===== config.mk =====
export PLATFORM = sky130hd
export DESIGN_NAME = dcache_top
export DESIGN_NICKNAME = d
export VERILOG_FILES = /design/src/rtl/mem_bus_pkg.sv /design/src/rtl/cache_pkg.sv /design/src/rtl/cache_way.sv /design/src/rtl/dcache_ctrl.sv /design/src/rtl/dcache_top.sv
export SDC_FILE = /design/constraint.sdc
export NUM_CORES = 2
export LEC_CHECK = 0
export BUFFER_PORTS_ARGS = -buffer_cell sky130_fd_sc_hd__buf_2
export CAP_MARGIN = 20
export CORE_UTILIZATION = 25
export CTS_CLUSTER_SIZE = 30
export DETAILED_ROUTE_END_ITERATION = 10
export GPL_TIMING_DRIVEN = 0
export PLACE_DENSITY_LB_ADDON = 0.12
export RECOVER_POWER = 100
export REMOVE_ABC_BUFFERS = 1
export SETUP_SLACK_MARGIN = 0.5
export SYNTH_ARGS = -nofsm -noshare
export SYNTH_HDL_FRONTEND = slang
export SYNTH_SLANG_ARGS = --single-unit

===== constraint.sdc =====
create_clock -name clk -period 8.94 [get_ports clk]
set_input_delay 0.894 -clock clk [delete_from_list [all_inputs] [get_ports clk]]
set_output_delay 0.894 -clock clk [all_outputs]
set_load 0.005 [all_outputs]

===== src/rtl/mem_bus_pkg.sv =====
// --------------------
// data widths and port structs for the
// processor side and the line-wide memory side
// --------------------
`default_nettype none

package mem_bus_pkg;

	// ---- base types ----
	typedef logic [31:0]  word_t;
	typedef logic [29:0]  word_addr_t;
	// word address without the word offset
	typedef logic [27:0]  block_addr_t;
	// four words, word 0 in the low bits
	typedef logic [127:0] line_t;

	// ---- processor port ----
	typedef struct packed {
		logic       read;
		logic       write;
		word_addr_t addr;
		word_t      wdata;
	} proc_req_t;

	typedef struct packed {
		logic  stall;
		word_t rdata;
	} proc_rsp_t;

	// ---- memory port ----
	typedef struct packed {
		logic        read;
		logic        write;
		block_addr_t addr;
		line_t       wdata;
	} mem_req_t;

	typedef struct packed {
		logic  ready;
		line_t rdata;
	} mem_rsp_t;

endpackage

`default_nettype wire


===== src/rtl/cache_pkg.sv =====
// --------------------
// cache geometry constants, controller states
// and the command and status structs of a way
// --------------------
`default_nettype none

package cache_pkg;

	// ---- line geometry ----
	localparam int WORDS_PER_LINE = 4;
	localparam int OFFSET_BITS    = 2;

	// ---- controller states ----
	typedef enum logic [1:0] {
		idle       = 2'd0,
		compare    = 2'd1,
		write_back = 2'd2,
		allocate   = 2'd3
	} cache_state_t;

	// ---- controller to way ----
	// all commands act on the set picked by the address
	typedef struct packed {
		// store line and tag, set valid, clear dirty
		logic               fill;
		// replace the addressed word, set dirty
		logic               write_word;
		// victim line is now in memory
		logic               clean;
		mem_bus_pkg::word_t word;
		mem_bus_pkg::line_t line;
	} way_cmd_t;

	// ---- way to controller ----
	typedef struct packed {
		logic                     hit;
		logic                     dirty;
		// word at the address offset
		mem_bus_pkg::word_t       word;
		// whole stored line, used for write-back
		mem_bus_pkg::line_t       line;
		// stored tag joined with the set
		mem_bus_pkg::block_addr_t victim_addr;
	} way_status_t;

endpackage

`default_nettype wire


===== src/rtl/cache_way.sv =====
// --------------------
// one cache way with valid, dirty, tag and line per set
// --------------------
`timescale 1ns/10ps
`default_nettype none

module cache_way #(
	parameter int num_sets = 4
) (
	input  logic                    clk,
	input  logic                    proc_reset,
	input  mem_bus_pkg::word_addr_t addr,
	input  cache_pkg::way_cmd_t     cmd,
	output cache_pkg::way_status_t  status
);
	import mem_bus_pkg::*;
	import cache_pkg::*;

	localparam int set_bits  = $clog2(num_sets);
	localparam int tag_bits  = $bits(word_addr_t) - OFFSET_BITS - set_bits;
	localparam int word_bits = $bits(word_t);

	// ---- storage ----
	logic [num_sets-1:0] valid;
	logic [num_sets-1:0] dirty;
	logic [tag_bits-1:0] tag_mem [num_sets];
	line_t               line_mem [num_sets];

	// ---- address fields ----
	logic [OFFSET_BITS-1:0] offset;
	logic [set_bits-1:0]    set_idx;
	logic [tag_bits-1:0]    tag;

	line_t cur_line;
	line_t merged_line;

	assign offset  = addr[OFFSET_BITS-1:0];
	assign set_idx = addr[OFFSET_BITS +: set_bits];
	assign tag     = addr[$bits(word_addr_t)-1 -: tag_bits];

	assign cur_line = line_mem[set_idx];

	// stored line with the addressed word swapped for the write data
	always_comb begin
		for (int w = 0; w < WORDS_PER_LINE; w++) begin
			if (w == int'(offset)) begin
				merged_line[w*word_bits +: word_bits] = cmd.word;
			end else begin
				merged_line[w*word_bits +: word_bits] = cur_line[w*word_bits +: word_bits];
			end
		end
	end

	// ---- status ----
	// purely combinational from address and stored state
	always_comb begin
		status.hit         = valid[set_idx] & (tag_mem[set_idx] == tag);
		status.dirty       = dirty[set_idx];
		status.word        = cur_line[int'(offset)*word_bits +: word_bits];
		status.line        = cur_line;
		status.victim_addr = {tag_mem[set_idx], set_idx};
	end

	// ---- control bits ----
	always_ff @(posedge clk) begin
		if (proc_reset) begin
			valid <= '0;
			dirty <= '0;
		end else if (cmd.fill) begin
			valid[set_idx] <= 1'b1;
			dirty[set_idx] <= 1'b0;
		end else if (cmd.write_word) begin
			dirty[set_idx] <= 1'b1;
		end else if (cmd.clean) begin
			dirty[set_idx] <= 1'b0;
		end
	end

	// ---- tag and data ----
	always_ff @(posedge clk) begin
		if (cmd.fill) begin
			tag_mem[set_idx]  <= tag;
			line_mem[set_idx] <= cmd.line;
		end else if (cmd.write_word) begin
			// tag already matches on a write hit
			line_mem[set_idx] <= merged_line;
		end
	end

endmodule

`default_nettype wire


===== src/rtl/dcache_ctrl.sv =====
// --------------------
// miss FSM, per-set LRU, hit combining
// and memory request generation
// --------------------
`timescale 1ns/10ps
`default_nettype none

module dcache_ctrl #(
	parameter int num_sets = 4
) (
	input  logic                   clk,
	input  logic                   proc_reset,
	input  mem_bus_pkg::proc_req_t proc_req,
	output mem_bus_pkg::proc_rsp_t proc_rsp,
	input  cache_pkg::way_status_t status0,
	input  cache_pkg::way_status_t status1,
	output cache_pkg::way_cmd_t    cmd0,
	output cache_pkg::way_cmd_t    cmd1,
	output mem_bus_pkg::mem_req_t  mem_req,
	input  mem_bus_pkg::mem_rsp_t  mem_rsp
);
	import mem_bus_pkg::*;
	import cache_pkg::*;

	localparam int set_bits = $clog2(num_sets);

	cache_state_t state;
	cache_state_t state_next;

	// lru bit names the way to replace next
	logic [num_sets-1:0] lru;
	logic [num_sets-1:0] lru_next;

	logic  mem_ready_q;
	line_t mem_rdata_q;

	logic [set_bits-1:0] set_idx;
	block_addr_t         block_addr;
	logic                req_active;
	logic                hit;
	logic                cmp_hit;
	logic                victim_sel;
	way_status_t         victim;

	logic do_write;
	logic do_clean;
	logic do_fill;

	// ---- decode ----
	assign set_idx    = proc_req.addr[OFFSET_BITS +: set_bits];
	assign block_addr = proc_req.addr[$bits(word_addr_t)-1:OFFSET_BITS];
	assign req_active = proc_req.read | proc_req.write;
	assign hit        = status0.hit | status1.hit;
	assign cmp_hit    = (state == compare) & req_active & hit;
	assign victim_sel = lru[set_idx];
	assign victim     = victim_sel ? status1 : status0;

	// ---- next state ----
	always_comb begin
		state_next = state;
		case (state)
			idle: begin
				state_next = compare;
			end
			compare: begin
				// only the chosen victim decides on write-back
				if (req_active && !hit) begin
					state_next = victim.dirty ? write_back : allocate;
				end
			end
			write_back: begin
				if (mem_ready_q) begin
					state_next = allocate;
				end
			end
			allocate: begin
				if (mem_ready_q) begin
					state_next = compare;
				end
			end
			default: begin
				state_next = idle;
			end
		endcase
	end

	// ---- lru update ----
	// a hit points the set at the other way
	always_comb begin
		lru_next = lru;
		if (cmp_hit) begin
			lru_next[set_idx] = status0.hit;
		end
	end

	// ---- processor side ----
	always_comb begin
		proc_rsp.stall = req_active & ~cmp_hit;
		proc_rsp.rdata = status0.hit ? status0.word : status1.word;
	end

	// ---- memory side ----
	// strobe drops while the registered ready is seen
	always_comb begin
		mem_req.read  = (state == allocate) & ~mem_ready_q;
		mem_req.write = (state == write_back) & ~mem_ready_q;
		mem_req.addr  = (state == write_back) ? victim.victim_addr : block_addr;
		mem_req.wdata = victim.line;
	end

	// ---- way commands ----
	assign do_write = cmp_hit & proc_req.write;
	assign do_clean = (state == write_back) & mem_ready_q;
	assign do_fill  = (state == allocate) & mem_ready_q;

	always_comb begin
		cmd0.fill       = do_fill & ~victim_sel;
		cmd0.write_word = do_write & status0.hit;
		cmd0.clean      = do_clean & ~victim_sel;
		cmd0.word       = proc_req.wdata;
		cmd0.line       = mem_rdata_q;

		cmd1.fill       = do_fill & victim_sel;
		cmd1.write_word = do_write & status1.hit;
		cmd1.clean      = do_clean & victim_sel;
		cmd1.word       = proc_req.wdata;
		cmd1.line       = mem_rdata_q;
	end

	// ---- registers ----
	always_ff @(posedge clk) begin
		if (proc_reset) begin
			state       <= idle;
			lru         <= '0;
			mem_ready_q <= 1'b0;
		end else begin
			state       <= state_next;
			lru         <= lru_next;
			mem_ready_q <= mem_rsp.ready;
		end
	end

	// memory line registered next to the ready bit
	always_ff @(posedge clk) begin
		mem_rdata_q <= mem_rsp.rdata;
	end

endmodule

`default_nettype wire


===== src/rtl/dcache_top.sv =====
// --------------------
// two-way data cache top with both ways and the controller
// --------------------
`timescale 1ns/10ps
`default_nettype none

module dcache_top #(
	parameter int num_sets = 4
) (
	input  logic                   clk,
	input  logic                   proc_reset,
	input  mem_bus_pkg::proc_req_t proc_req,
	output mem_bus_pkg::proc_rsp_t proc_rsp,
	output mem_bus_pkg::mem_req_t  mem_req,
	input  mem_bus_pkg::mem_rsp_t  mem_rsp
);
	import cache_pkg::*;

	way_cmd_t    cmd0;
	way_cmd_t    cmd1;
	way_status_t status0;
	way_status_t status1;

	// ---- ways ----
	// both look up the same address in parallel
	cache_way #(
		.num_sets   (num_sets)
	) i_way0 (
		.clk        (clk),
		.proc_reset (proc_reset),
		.addr       (proc_req.addr),
		.cmd        (cmd0),
		.status     (status0)
	);

	cache_way #(
		.num_sets   (num_sets)
	) i_way1 (
		.clk        (clk),
		.proc_reset (proc_reset),
		.addr       (proc_req.addr),
		.cmd        (cmd1),
		.status     (status1)
	);

	// ---- controller ----
	dcache_ctrl #(
		.num_sets   (num_sets)
	) i_ctrl (
		.clk        (clk),
		.proc_reset (proc_reset),
		.proc_req   (proc_req),
		.proc_rsp   (proc_rsp),
		.status0    (status0),
		.status1    (status1),
		.cmd0       (cmd0),
		.cmd1       (cmd1),
		.mem_req    (mem_req),
		.mem_rsp    (mem_rsp)
	);

endmodule

`default_nettype wire


==> flow_summary.json <==
{
  "status": "finished, violations left",
  "violations": "capacitance limit, slew limit",
  "critPathKind": "input pin to output port",
  "postCtsHoldBufs": 0,
  "synth_seq_area_share_pct": 68.88,
  "placed_cells": 6714,
  "hp-class": "input pin to flop",
  "drtIter0Drc": 2532,
  "clock_latency_ns": 0.84,
  "area.growth.synth_to_final_pct": 21.16,
  "final_util_pct": 30.53,
  "skew_ns": 0.06958,
  "nNetsFinal": 4057,
  "synthFlopType": "edfxtp_1",
  "rsz0062_at_grt": "false",
  "crit_arrival_ns": 6.70,
  "clkSlewWorstSetupHoldPaths_ns": 0.06,
  "die_h_um": 484.1,
  "power.total_mw": 14.99,
  "grt_pass1_vias": 34064,
  "cts_setup_buffers": 0,
  "maxSlewViolCount": 418,
  "rr_worst_depth": 7,
  "post-dp-hpwl_um": 120400,
  "totalWireLength_um": 187500,
  "grt_max_degree": 85,
  "crit_end": "proc_rsp[11]",
  "p_seq_share_pct": 47.5,
  "overflow": 0,
  "postSynthCellCount": 3428,
  "drtPass1Iterations": 6,
  "p_int_mw": 11.50,
  "r2r-start": "i_ctrl.lru[3]",
  "vias": 32924,
  "end_kind": "output port",
  "tightest_slew_ns": 3.850,
  "setup_viol": 0,
  "p_clk_share_pct": 45.2,
  "rrSetupSlack_ns": 2.08,
  "path_max_fanout": 61,
  "ir_drop_v": 0.0001838,
  "syn_area_per_cell_sq_um": 16.95,
  "synth_seq_cells": 1383,
  "crit_top_cell": "clkbuf_1",
  "start_util_pct": 25.20,
  "cts_tree": "yes",
  "hold_viol": 0,
  "startpoint_type": "input pin",
  "io_buffer_count": 385,
  "die_x_um": 484.1,
  "cts.htree.levels": 4,
  "core_sq_um": 230600,
  "p_comb_share_pct": 7.3,
  "clockRootBuffer": "clkbuf_16",
  "setup_slack_ns": 1.342,
  "power.net_switching_mw": 3.493,
  "cts.repair.resized": 0,
  "period_needed_ns": 7.598,
  "crit_chain": "buf_8 > inv_1 > clkbuf_1 > mux2_1 > a22o_1 > a2111oi_0 > nand4_1 > clkbuf_1 > clkbuf_1 > mux2_1 > buf_2",
  "synth_edf_count": 1232,
  "placed_area_sq_um": 65480,
  "cp.depth": 11,
  "timing.hold.ws_ns": 0.1486,
  "max_slew_margin_pct": -156.6,
  "async_reset_ff_share_pct": 0,
  "power_leakage_nw": 22.90,
  "required_ns": 8.05,
  "clockBufferDepth": 3,
  "powerDensity_nw_per_um2": 213.0,
  "cts_buffers": 169,
  "place_ws_ns": 1.777,
  "timing.fmax_ghz": 0.1316,
  "grt.total_usage_pct": 15.91,
  "die_area_sq_um": 234300,
  "cpPeakStageDelay_ns": 1.01,
  "tns_ns": 0,
  "vias_per_cell": 4.675,
  "gp_congestion": 0.6941,
  "drive_gt1_share_pct": 26.07,
  "antenna_left": 0,
  "sw_frac_of_total_pct": 23.30,
  "ys_warn_count": 0,
  "slowest_stage": "clkbuf_1",
  "grt_pass1_wl_um": 265700,
  "crit_path_start": "proc_req[34]",
  "stdcell_area_sq_um": 70390,
  "rows": 176,
  "period_share_pct": 84.98,
  "r2r_end": "i_way1.line_mem[2][98]",
  "pin_count": 386,
  "drc": 0,
  "final-instance-count-excl-fill": 7043,
  "cts_sinks": 1383,
  "worst-path-buf-inv": 6,
  "antenna_found_initial": 39,
  "maxCapViolCount": 19,
  "wl_per_cell_um": 26.62,
  "critical-path-top-delay-family": "buffers and inverters",
  "synth_area_sq_um": 58100,
  "yosysUniqueCellTypes": 49
}
==> worst reg2reg max path, cell delays in order, from the launching register on <==
cell	delay, ns
dfxtp_1	0.33
mux4_4	0.56
clkbuf_1	1.65
nand3_1	0.51
o21ai_0	0.32
and2_0	2.53
buf_16	0.26
buf_12	0.37
==> flip-flops by register name, indices dropped and copies added, names as in the netlist, named ones only <==
register	cells
i_way0.line_mem	512
i_way1.line_mem	512
i_ctrl.mem_rdata_q	128
i_way0.tag_mem	104
i_way1.tag_mem	104
i_ctrl.lru	4
i_way0.valid	4
i_way1.valid	4
i_ctrl.state	2
i_ctrl.mem_ready_q	1
==> power by group through the flow <==
| stage | sequential [mW] | clock [mW] | combinational (mW) |
|---|---|---|---|
| finish | 7.13 | 6.78 | 1.09 |
| global route | 7.13 | 7.21 | 1.19 |
| CTS | 7.13 | 6.98 | 1.14 |
| detailed placement | 7.26 | 0 | 1.14 |
| global placement | 7.28 | 0 | 1.22 |
| floorplan | 7.26 | 0 | 0.539 |
==> cells by family (layout without fill, tap and decap cells) <==
family	Yosys count	after routing	synth area share (%)
adders and majority gates	3	3	0.06461
and+or+nand+nor	663	663	4.772
xor gates and xnor gates	46	46	0.6935
buffers and inverters	243	820	1.796
AOI/OAI and AO/OA	507	507	5.765
muxes	583	583	18.03
other	0	12	0
DFF	1383	1383	68.88
==> synth_stat cells (2+ instances only) <==
| master | number | share of area, % |
|---|---|---|
| nand3_1 | 129 | 1.1 |
| o2111ai_1 | 2 | 0.030 |
| buf_6 | 2 | 0.039 |
| edfxtp_1 | 1232 | 64 |
| mux2_2 | 166 | 3.2 |
| buf_2 | 48 | 0.41 |
| o21ai_0 | 147 | 1.3 |
| buf_4 | 15 | 0.19 |
| dfxtp_1 | 151 | 5.2 |
| nand4_1 | 5 | 0.054 |
| xnor2_1 | 26 | 0.39 |
| xor2_1 | 20 | 0.30 |
| a222oi_1 | 2 | 0.034 |
| clkbuf_1 | 135 | 0.87 |
| nor4_1 | 5 | 0.054 |
| nor3_1 | 3 | 0.026 |
| o21a_1 | 135 | 1.7 |
| a22oi_1 | 3 | 0.039 |
| a31oi_1 | 10 | 0.11 |
| or2_2 | 4 | 0.043 |
| a211oi_1 | 15 | 0.19 |
| mux2i_1 | 62 | 1.1 |
| a211o_1 | 5 | 0.075 |
| a2111oi_0 | 4 | 0.060 |
| a21boi_0 | 129 | 1.7 |
| o22ai_1 | 7 | 0.075 |
| nand2b_1 | 5 | 0.054 |
| o211ai_1 | 4 | 0.052 |
| nor2b_1 | 7 | 0.075 |
| buf_1 | 32 | 0.21 |
| a21oi_1 | 37 | 0.32 |
| nand2_1 | 414 | 2.7 |
| ha_1 | 3 | 0.065 |
| or3_1 | 2 | 0.022 |
| and2_1 | 12 | 0.13 |
| inv_1 | 11 | 0.071 |
| nor2_1 | 74 | 0.48 |
| mux4_2 | 354 | 14 |
==> cells in the final DEF, fill, tap and decap left out, drive strengths merged, types with 129 or more instances in the layout <==
master	instances
nand3	129
dfxtp	151
nand2	414
a21boi	129
clkbuf	411
o21ai	148
buf	327
o21a	135
mux2	167
edfxtp	1232
mux4	354
==> worst min-delay path by stage <==
stage	start	to	slack, ns	depth (start not counted)
2_1_floorplan	i_way0.valid[1]	i_way0.valid[1]	0.43	2
3_5_place_dp	i_way1.valid[0]	i_way1.valid[0]	0.46	2
6_report	mem_rsp[65]	i_ctrl.mem_rdata_q[65]	0.15	1
5_1_grt	mem_rsp[65]	i_ctrl.mem_rdata_q[65]	0.09	1
3_3_place_gp	i_way1.valid[0]	i_way1.valid[0]	0.45	2
4_1_cts	mem_rsp[41]	i_ctrl.mem_rdata_q[41]	0.07	1
==> metal layers <==
metal | up-vias | part of all wire, % | track usage [%]
met5 | - | 0.061 | 0
met4 | 20 | 2.3 | 4.362
met1 | 17340 | 45 | 21.65
li1 | 14484 | - | -
met3 | 258 | 5.5 | 3.477
met2 | 822 | 47 | 25.43
==> area by class of cell <==
cell class                 count  area [sq um]
tap                         3026          3786
timing repair buffer         492          3880
inverter                      11         41.29
fill                       22657        160200
clock inverter                71         725.7
antenna                       12         30.03
clock buffer                 246          4823
multi-input combinational   1802         17090
sequential                  1383         40020
Power figures use the tool's default switching activity.
